==> src/hdl/lockstep_pkg.sv <==
//////////////////////////////////////////////////////////////////////
// Shared widths and types for the lockstep checker.
// Holds the opcode set of the accumulator core, the multi-bit enable
// encoding and the packed input and output bundles of a core.
//////////////////////////////////////////////////////////////////////

package lockstep_pkg;

  // Operand, accumulator and opcode widths
  parameter int unsigned DataWidth = 32;
  parameter int unsigned OpWidth   = 3;

  // Shadow core trails the main core by this many cycles
  parameter int unsigned DefaultOffset = 2;

  // Legal opcodes, remaining four encodings are illegal
  typedef enum logic [OpWidth-1:0] {
    OP_ADD  = 3'd0,
    OP_SUB  = 3'd1,
    OP_XOR  = 3'd2,
    OP_LOAD = 3'd3
  } opcode_e;

  // Multi-bit enable, anything but MUBI_OFF reads as enabled
  typedef enum logic [3:0] {
    MUBI_ON  = 4'h6,
    MUBI_OFF = 4'h9
  } mubi_e;

  // Inputs seen by both cores, opcode kept raw so illegal values pass
  typedef struct packed {
    logic                 instr_valid;
    logic [OpWidth-1:0]   opcode;
    logic [DataWidth-1:0] operand;
  } core_in_t;

  // Outputs compared between main and shadow
  typedef struct packed {
    logic                 result_valid;
    logic [DataWidth-1:0] result;
    opcode_e              last_op;
  } core_out_t;

endpackage

==> src/hdl/core_out_if.sv <==
//////////////////////////////////////////////////////////////////////
// Output bundle of the shadow core, carried to the comparator.
// The core drives every signal, the comparator only samples them.
//////////////////////////////////////////////////////////////////////

interface core_out_if;

  // One-cycle strobe per retired instruction
  logic                                result_valid;
  // Accumulator value
  logic [lockstep_pkg::DataWidth-1:0]  result;
  // Opcode of the last legal instruction
  lockstep_pkg::opcode_e               last_op;
  // One-cycle pulse on an illegal opcode
  logic                                major_alert;

  modport core (
    output result_valid, result, last_op, major_alert
  );

  modport check (
    input result_valid, result, last_op, major_alert
  );

endinterface

==> src/hdl/lockstep_rst_seq.sv <==
//////////////////////////////////////////////////////////////////////
// Post-reset sequencer for the shadow core.
// Keeps the shadow in reset for LockstepOffset edges after release,
// then turns the multi-bit compare enable on one edge later.
//////////////////////////////////////////////////////////////////////

module lockstep_rst_seq #(
  parameter int unsigned LockstepOffset = lockstep_pkg::DefaultOffset
) (
  input  logic                clk_i,
  input  logic                rst_n_i,
  output logic                shadow_rst_n_o,
  output lockstep_pkg::mubi_e enable_cmp_o
);

  import lockstep_pkg::*;

  // Wide enough to hold LockstepOffset itself
  localparam int unsigned CntWidth = $clog2(LockstepOffset + 1);

  logic [CntWidth-1:0] cnt_q;
  logic                shadow_set_q;
  mubi_e               enable_cmp_q;

  // Saturating post-reset counter
  always_ff @(posedge clk_i or negedge rst_n_i) begin
    if (!rst_n_i) begin
      cnt_q <= '0;
    end else if (cnt_q < CntWidth'(LockstepOffset)) begin
      cnt_q <= cnt_q + 1'b1;
    end
  end

  // Release lands on the LockstepOffset-th edge after reset goes away
  always_ff @(posedge clk_i or negedge rst_n_i) begin
    if (!rst_n_i) begin
      shadow_set_q <= 1'b0;
    end else if (cnt_q >= CntWidth'(LockstepOffset - 1)) begin
      shadow_set_q <= 1'b1;
    end
  end

  // Comparison starts one edge behind the shadow release
  always_ff @(posedge clk_i or negedge rst_n_i) begin
    if (!rst_n_i) begin
      enable_cmp_q <= MUBI_OFF;
    end else begin
      enable_cmp_q <= shadow_set_q ? MUBI_ON : MUBI_OFF;
    end
  end

  assign shadow_rst_n_o = shadow_set_q;
  assign enable_cmp_o   = enable_cmp_q;

endmodule

==> src/hdl/lockstep_delay_line.sv <==
//////////////////////////////////////////////////////////////////////
// Fixed-length shift register for a packed bundle.
// data_o is data_i as it was Depth cycles earlier. Depth must be at
// least 1. Used on both the input and the main-output paths.
//////////////////////////////////////////////////////////////////////

module lockstep_delay_line #(
  parameter int unsigned Width = 1,
  parameter int unsigned Depth = 1
) (
  input  logic             clk_i,
  input  logic             rst_n_i,
  input  logic [Width-1:0] data_i,
  output logic [Width-1:0] data_o
);

  // Stage 0 takes the input, last stage feeds the output
  logic [Depth-1:0][Width-1:0] stage_q;

  always_ff @(posedge clk_i or negedge rst_n_i) begin
    if (!rst_n_i) begin
      stage_q <= '0;
    end else begin
      stage_q[0] <= data_i;
      for (int unsigned i = 1; i < Depth; i++) begin
        stage_q[i] <= stage_q[i-1];
      end
    end
  end

  assign data_o = stage_q[Depth-1];

endmodule

==> src/hdl/shadow_core.sv <==
//////////////////////////////////////////////////////////////////////
// Accumulator execution unit run as the delayed shadow copy.
// Each valid legal instruction updates the accumulator and raises a
// one-cycle result strobe. An illegal opcode raises the major alert
// instead and leaves the architectural state alone.
//////////////////////////////////////////////////////////////////////

module shadow_core (
  input  logic                   clk_i,
  input  logic                   rst_n_i,
  input  lockstep_pkg::core_in_t in_i,
  core_out_if.core               out
);

  import lockstep_pkg::*;

  logic [DataWidth-1:0] acc_d, acc_q;
  logic                 op_legal;
  opcode_e              last_op_q;
  logic                 valid_q;
  logic                 alert_q;

  //////////////////////////////////////////////////////////////////////
  // Decode and next accumulator value
  //////////////////////////////////////////////////////////////////////

  always_comb begin
    op_legal = 1'b1;
    acc_d    = acc_q;
    case (in_i.opcode)
      OP_ADD:  acc_d = acc_q + in_i.operand;
      OP_SUB:  acc_d = acc_q - in_i.operand;
      OP_XOR:  acc_d = acc_q ^ in_i.operand;
      OP_LOAD: acc_d = in_i.operand;
      default: op_legal = 1'b0;
    endcase
  end

  //////////////////////////////////////////////////////////////////////
  // Architectural state and output strobes
  //////////////////////////////////////////////////////////////////////

  always_ff @(posedge clk_i or negedge rst_n_i) begin
    if (!rst_n_i) begin
      acc_q     <= '0;
      last_op_q <= OP_LOAD;
      valid_q   <= 1'b0;
      alert_q   <= 1'b0;
    end else begin
      valid_q <= in_i.instr_valid & op_legal;
      alert_q <= in_i.instr_valid & ~op_legal;
      if (in_i.instr_valid && op_legal) begin
        acc_q     <= acc_d;
        last_op_q <= opcode_e'(in_i.opcode);
      end
    end
  end

  assign out.result_valid = valid_q;
  assign out.result       = acc_q;
  assign out.last_op      = last_op_q;
  assign out.major_alert  = alert_q;

endmodule

==> src/hdl/lockstep_compare.sv <==
//////////////////////////////////////////////////////////////////////
// Lockstep comparator.
// Registers the shadow outputs once and checks them against the
// delayed main-core outputs while the compare enable is on.
//////////////////////////////////////////////////////////////////////

module lockstep_compare (
  input  logic                    clk_i,
  input  logic                    rst_n_i,
  input  lockstep_pkg::mubi_e     enable_cmp_i,
  core_out_if.check               shadow,
  input  lockstep_pkg::core_out_t main_delayed_i,
  output logic                    alert_major_o
);

  import lockstep_pkg::*;

  core_out_t shadow_d, shadow_q;
  logic      shadow_alert_q;
  logic      mismatch;

  assign shadow_d.result_valid = shadow.result_valid;
  assign shadow_d.result       = shadow.result;
  assign shadow_d.last_op      = shadow.last_op;

  // Extra stage lines the shadow up with main outputs delayed by offset+1
  always_ff @(posedge clk_i) begin
    shadow_q <= shadow_d;
  end

  always_ff @(posedge clk_i or negedge rst_n_i) begin
    if (!rst_n_i) begin
      shadow_alert_q <= 1'b0;
    end else begin
      shadow_alert_q <= shadow.major_alert;
    end
  end

  // Whole bundle compared, so every field counts
  assign mismatch = (shadow_q != main_delayed_i);

  // Both sources gated by the enable
  assign alert_major_o = (enable_cmp_i != MUBI_OFF) & (mismatch | shadow_alert_q);

endmodule

==> src/hdl/lockstep_top.sv <==
//////////////////////////////////////////////////////////////////////
// Top level of the dual-core lockstep checker.
// Takes the inputs given to the main core and the main core outputs,
// replays the inputs into a shadow core LockstepOffset cycles later
// and raises alert_major_o on any difference.
//////////////////////////////////////////////////////////////////////

module lockstep_top #(
  // Must be 2 or more
  parameter int unsigned LockstepOffset = lockstep_pkg::DefaultOffset
) (
  input  logic                                clk_i,
  input  logic                                rst_n_i,
  // Inputs shared with the main core
  input  logic                                instr_valid_i,
  input  logic [lockstep_pkg::OpWidth-1:0]    opcode_i,
  input  logic [lockstep_pkg::DataWidth-1:0]  operand_i,
  // Main core outputs
  input  logic                                core_result_valid_i,
  input  logic [lockstep_pkg::DataWidth-1:0]  core_result_i,
  input  logic [lockstep_pkg::OpWidth-1:0]    core_last_op_i,
  output logic                                alert_major_o
);

  import lockstep_pkg::*;

  // Main outputs wait one more cycle for the shadow output register
  localparam int unsigned OutputsOffset = LockstepOffset + 1;

  logic      shadow_rst_n;
  mubi_e     enable_cmp;
  core_in_t  main_in, shadow_in;
  core_out_t main_out, main_out_delayed;

  core_out_if shadow_out_if ();

  //////////////////////////////////////////////////////////////////////
  // Bundle packing
  //////////////////////////////////////////////////////////////////////

  assign main_in.instr_valid = instr_valid_i;
  assign main_in.opcode      = opcode_i;
  assign main_in.operand     = operand_i;

  assign main_out.result_valid = core_result_valid_i;
  assign main_out.result       = core_result_i;
  assign main_out.last_op      = opcode_e'(core_last_op_i);

  lockstep_rst_seq #(
    .LockstepOffset (LockstepOffset)
  ) u_rst_seq (
    .clk_i          (clk_i),
    .rst_n_i        (rst_n_i),
    .shadow_rst_n_o (shadow_rst_n),
    .enable_cmp_o   (enable_cmp)
  );

  lockstep_delay_line #(
    .Width ($bits(core_in_t)),
    .Depth (LockstepOffset)
  ) u_in_delay (
    .clk_i   (clk_i),
    .rst_n_i (rst_n_i),
    .data_i  (main_in),
    .data_o  (shadow_in)
  );

  lockstep_delay_line #(
    .Width ($bits(core_out_t)),
    .Depth (OutputsOffset)
  ) u_out_delay (
    .clk_i   (clk_i),
    .rst_n_i (rst_n_i),
    .data_i  (main_out),
    .data_o  (main_out_delayed)
  );

  shadow_core u_shadow_core (
    .clk_i   (clk_i),
    .rst_n_i (shadow_rst_n),
    .in_i    (shadow_in),
    .out     (shadow_out_if.core)
  );

  lockstep_compare u_compare (
    .clk_i          (clk_i),
    .rst_n_i        (rst_n_i),
    .enable_cmp_i   (enable_cmp),
    .shadow         (shadow_out_if.check),
    .main_delayed_i (main_out_delayed),
    .alert_major_o  (alert_major_o)
  );

endmodule

==> config.mk <==
export PLATFORM = sky130hd
export DESIGN_NAME = lockstep_top
export DESIGN_NICKNAME = d
export VERILOG_FILES = /design/src/hdl/lockstep_pkg.sv /design/src/hdl/core_out_if.sv /design/src/hdl/lockstep_rst_seq.sv /design/src/hdl/lockstep_delay_line.sv /design/src/hdl/shadow_core.sv /design/src/hdl/lockstep_compare.sv /design/src/hdl/lockstep_top.sv
export SDC_FILE = /design/constraint.sdc
export NUM_CORES = 1
export LEC_CHECK = 0
export ABC_AREA = 1
export BUFFER_PORTS_ARGS = -buffer_cell sky130_fd_sc_hd__buf_2
export CORE_MARGIN = 2
export CORE_UTILIZATION = 59
export DETAILED_ROUTE_END_ITERATION = 16
export PLACE_DENSITY = 0.78
export SLEW_MARGIN = 20
export SYNTH_ARGS = -nofsm -noshare
export SYNTH_HDL_FRONTEND = slang
export SYNTH_HIERARCHICAL = 1
export SYNTH_SLANG_ARGS = --single-unit
==> constraint.sdc <==
create_clock -name clk_i -period 1.46 [get_ports clk_i]
set_clock_uncertainty 0.1 [all_clocks]
set_input_delay 0.073 -clock clk_i [delete_from_list [all_inputs] [get_ports clk_i]]
set_output_delay 0.073 -clock clk_i [all_outputs]
set_load 0.1 [all_outputs]
* Word level (Yosys, flattened, before mapping) *
Index checks and enable logic that the tools add are counted.

cells by class
  multiplexer cells = 3
  reduce and logical (&&, ||, !) cells = 5
  $add $sub $neg = 3
  bitwise gates (word level) = 6
  equality and inequality tests = 5
  order comparisons = 2

operators by type and width
  cell                 count
  $pmux 32 s4          1
  $ne 36x36->1         1
  $add 32x32->32       1
  $sub 32x32->32       1
  $xor 32x32->32       1
  $eq 3x2->1 const B   2
  $mux 4               1
  $ne 4x4->1 const B   1
  $reduce_bool 4->1    1
  $reduce_or 4->1      1
  $and 1x1->1          3
  $eq 3x1->1 const B   1
  $logic_not 3->1      1
  $add 2x1->2 const B  1
  $ge 2x1->1 const B   1
  $lt 2x2->1 const B   1
  $reduce_and 2->1     1
  $logic_and 1x1->1    1
  $mux 1               1
  $not 1->1            1
  $or 1x1->1           1

storage, ports and cells
  flip-flop bits (word level) = 261
  input port bits = 74
  output and inout bits = 1

* Logic depth before layout (Yosys ltp) *
  depth after elaboration = 5
  mapped depth = 25
  gate-level depth less buffers = 24

* Hierarchy *
Netlist, hierarchy kept.

modules (own cells, without submodules)
  module                             times used  sequential area each (µm²)  cells each  area each (µm²)
  shadow_core                        1           928.4                       924         5277.6
  lockstep_delay_line (u_out_delay)  1           2702.6                      144         2972.9
  lockstep_delay_line (u_in_delay)   1           1801.7                      108         2072.0
  lockstep_compare                   1           745.7                       197         1416.4
  lockstep_rst_seq                   1           126.4                       16          186.4

* Worst setup path before layout *
No wires, ideal clock.

  path type = reg2reg
  from = register u_in_delay.stage_q, in the netlist u_in_delay/data_o[1]
  to = register u_shadow_core.acc_q[31] (netlist: u_shadow_core/out.result[31])
  setup time = 0.122 ns
  arrival time = 2.711 ns
  required time = 1.238 ns
  clock period less this slack = 2.934 ns
  cell stages (with the launch flop) = 26
  path slack = -1.474 ns
  cell sequence = dfrtp_1 buf_4 inv_1 ha_1 nand3_4 nor2_4 nand2_4 nor2_8 nand2_4 nand2_4 nand2_4 a21oi_4 nand2_1 xor2_1 ha_1 inv_1 nor3_1 nand2_1 inv_1 nand2_1 nand2_1 inv_1 nand2_1 nand2_1 nand3_1 a21oi_1

between the ends
  cells in the longest elaborated chain, start to end = 2
  elaborated cells on any way between the ends = 3
  classes of those cells = add/sub: 2; mux: 1

ends and longest elaborated chain
  item                                              line                                  text
  start, declared                                   lockstep_delay_line.sv:18             logic [Depth-1:0][Width-1:0] stage_q;
  start signal, assigned by index                   lockstep_delay_line.sv:26             stage_q[i] <= stage_q[i-1];
  $sub 32x32->32 or $add 32x32->32 (tied branches)  shadow_core.sv:32, shadow_core.sv:31
  $pmux 32 s4 (*)                                   shadow_core.sv:30                     case (in_i.opcode)
  end signal, assigned                              shadow_core.sv:45                     acc_q <= '0;
  end signal, assigned                              shadow_core.sv:53                     acc_q <= acc_d;
  end, declared                                     shadow_core.sv:17                     logic [DataWidth-1:0] acc_d, acc_q;

Mark *: on every way between the ends. The rest lies on a longest branch, timed or not.
A chain may end at the register's enable or synchronous reset.

* Worst setup path after layout *
  from = register u_in_delay.stage_q, in the netlist u_in_delay/data_o[1]
  to = register u_shadow_core.acc_q[17] (netlist: u_shadow_core/out.result[17])

Same word-level chain as after synthesis.

==> impl_results.md <==
* Run status: finished, violations left
* Failing checks: setup timing
* RSZ-0062 raised after global routing: true
* Final WS setup at -2140 ps
* # clock sinks at 259
* Synth warn at 6
* RePlAce Congestion at slightly below 1
* Worst-Skew Late Latency at 550 ps
* Vias in the first global route at 11.4k
* Post-synthesis register bit count at 259
* Min-delay worst type: in2reg
* Syn Area/Cell at between 8 and 9 sq um
* Placed Cells at about 1.8k
* Met1 usage in global routing at a little over two fifths
* Syn Nets at between 1k and 1.5k
* Slew Limit Headroom at a little under three quarters
* Fraction of synthesized area in multiplexers at 0%
* Overflow left after global routing at 0
* Synth Area in Adders at between 3 and 4%
* DR pass1 iterations at 8
* Initial drt markers at 1311
* Core area at about 20000 sq um
* Max IR drop VDD at roughly 1.3 mV
* Crit path max fanout at 3
* Worst-margin pin slew at roughly 430 ps
* Pin count of the biggest net entering global routing at 59
* First-pass GRT wire length at roughly 60000 microns
* # nets final at approximately 1.8k
* GR Util All Layers at between 30% and 40%
* Vias/cell at approximately 5.6
* Fmax at between 0.2 and 0.3 GHz
* Clk pin slew, worst setup/hold paths at approximately 70 ps
* Die Y-Extent at roughly 150 microns
* # port buffers at 74
* Final cell count without fillers at about 2.0k
* Post-Synth Simple-Gate Area at between 20% and 30%
* DRC at 0
* Max clock buf depth at 3
* Number of max-cap violations at 0
* Largest family of logic cells by synthesized area: simple AND/OR/NAND/NOR gates
* CTS buffer count at 25
* Wire per inst at 19.9 microns
* Layout cells sized above 1 at ~36%
* Starting Density at 59.5%
* Final setup vio count at 32
* Synth Area in XOR/XNOR at 3.08%
* Initial antenna violation count at 0
* Final period util at 247%
* Final hold vios at 0
* Antenna Diode Count at 0
* Layout area overhead at 41.0%
* Cells after Synth at roughly 1.4k
* Die width at between 100 and 150 microns
* GR Util met3 at 4.97%
* Post-synth EDFFs at 0
* Detail Placement HPWL at 23500 microns
* Most used DFF post-synth: dfrtp_1
* Met2 Track Usage GR at roughly 60%
* Startpoint Class: register
* Fin crit period at between 3000 and 4000 ps
* Worst EP required at 1790 ps
* Die area at roughly 21000 sq um
* Ports at 75
* Top cells by area, synth: dfrtp_1, nand2_1, dfxtp_1
* Hold_ws at around 58 ps
* Grt peak-use layer: met2
* CTS tree: built
* Crit path DAT at ~3900 ps
* Commonest non-fill, non-tap cell in the layout: nand2_1
* Compound-Gate Fraction of Synth Area at between 6 and 7%
* Pleak at 8.51 nW
* Aggregate routed wire length at approximately 40000 microns
* Library cells used by synthesis at 46
* Rows at 52
* Max-slew violation count at 0
* Cell Pwr Density at between 1500 and 2000 nW/um^2
* # H-tree levels at 1
* Mapped Area at roughly 12000 sq um
* Via count at about 11k
* Synth top area share at 46.2%
* Most frequent cells in the layout: nand2_1, dfrtp_1, buf_4
* Antenna Nets Post-Route at 0
* Type of the worst setup path: reg2reg
* Setup crit end kind: register
* Seq/Total Area, Yosys at between 50% and 60%
* Root buffer cell: clkbuf_16
* Post-synth top area cell: dfrtp_1
* Async SR Flop Fraction at around 86%
==> registers in the layout (all words and copies together) (netlist names), 3 cells and up <==
name	flops
u_out_delay/stage_q	72
u_compare/shadow_q	36
u_in_delay/data_o	36
u_in_delay/stage_q	36
u_out_delay/data_o	36
u_shadow_core/out.result	32
u_shadow_core/out.last_op	3
==> power breakdown <==
part	switching [W]	internal [W]
Clock	0.00288	0.00382
Combinational	0.00721	0.00559
Sequential	0.000775	0.00822
Total	0.0109	0.0176
==> logic make-up after synthesis <==
logic type               count (synthesis)
AO/OA/AOI/OAI                          146
XOR/XNOR                                42
adder cells (fa/ha/maj)                 34
buffers and inverters                  289
flip-flops                             259
AND/OR/NAND/NOR                        619
==> layout make-up <==
type                    instances  area (sq um)
well taps                     270           338
multi-input cells             841          5350
repair buffers                387          3190
fillers                      1069          3230
flip-flops and latches        259          6310
repair inverters                1          16.3
clock buffers                  37           721
inverters                     197           757
clock inverters                 9           126
==> metrics by stage <==
stage	power [W]	setup WS [ps]	utilization (%)	setup TNS, ps	instance area [sq um]
2_1_floorplan	0.0140	-1310	-	-32770	12000
3_3_place_gp	0.0178	-1780	68.6	-45890	13700
3_5_place_dp	0.0180	-1840	68.6	-47150	13700
4_1_cts	0.0266	-1710	81.3	-44890	16300
5_1_grt	0.0297	-2200	83.9	-58450	16800
6_report	0.0285	-2140	83.9	-55020	16800
==> cell usage after synthesis (12+ instances only) <==
cell type	count
ha_1	33
nand3_1	66
dfrtp_1	220
o21ai_1	16
nor3_1	14
a31oi_1	12
nor2_1	131
nand2_1	361
inv_1	180
a21oi_1	68
inv_2	15
xor2_1	34
buf_4	74
o21ai_0	30
dfxtp_1	36
==> worst max-delay path: stages (launching register included) <==
cell and delay [ps]:
dfrtp_1 400, buf_6 130, inv_4 60, ha_4 140, nand3_4 80, buf_4 150, buf_6 110, buf_6 110
buf_6 110, o31ai_4 220, xor2_1 220, inv_1 110, ha_4 270, buf_6 130, nand2_4 70, buf_6 120
nor2_4 30, buf_4 130, nand2_1 60, nand2_1 60, nand2_1 90, nand3_2 130, xor2_1 190, o21ai_1 180
nand2_1 80
==> repair_timing <==
action                                 4_1_cts  5_1_grt
hold buffers                                74        0
setup endpoints to repair                   32       35
pin swaps                                  107      107
cloned                                       1        0
gates resized for setup                    185      108
endpoints found under the hold margin      258        0
setup buffers                               26       18
==> metal layers <==
metal / routed length (microns) / vias up
met5: 0 / -
met4: 2890 / 0
met3: 3300 / 260
met2: 19400 / 741
met1: 14300 / 5318
li1: - / 4896
==> path summary, 6_finish.rpt <==
kind | from | to | slack, ps | cells after the start
worst max-delay path | u_in_delay/data_o[1] | u_shadow_core/out.result[17] | -2140 | 24
worst min-delay path | operand_i[14] | u_in_delay/stage_q[14] | 60 | 2
worst max register to register | u_in_delay/data_o[1] | u_shadow_core/out.result[17] | -2140 | 24
worst min register to register | u_rst_seq/shadow_rst_n_o | u_shadow_core/out.result[15] | 160 | 1
max in group asynchronous | rst_n_i | u_out_delay/data_o[19] | 160 | 4
min in group asynchronous | u_rst_seq/shadow_rst_n_o | u_shadow_core/out.result[15] | 160 | 1
Note: power is estimated with default switching activity, not from simulation.
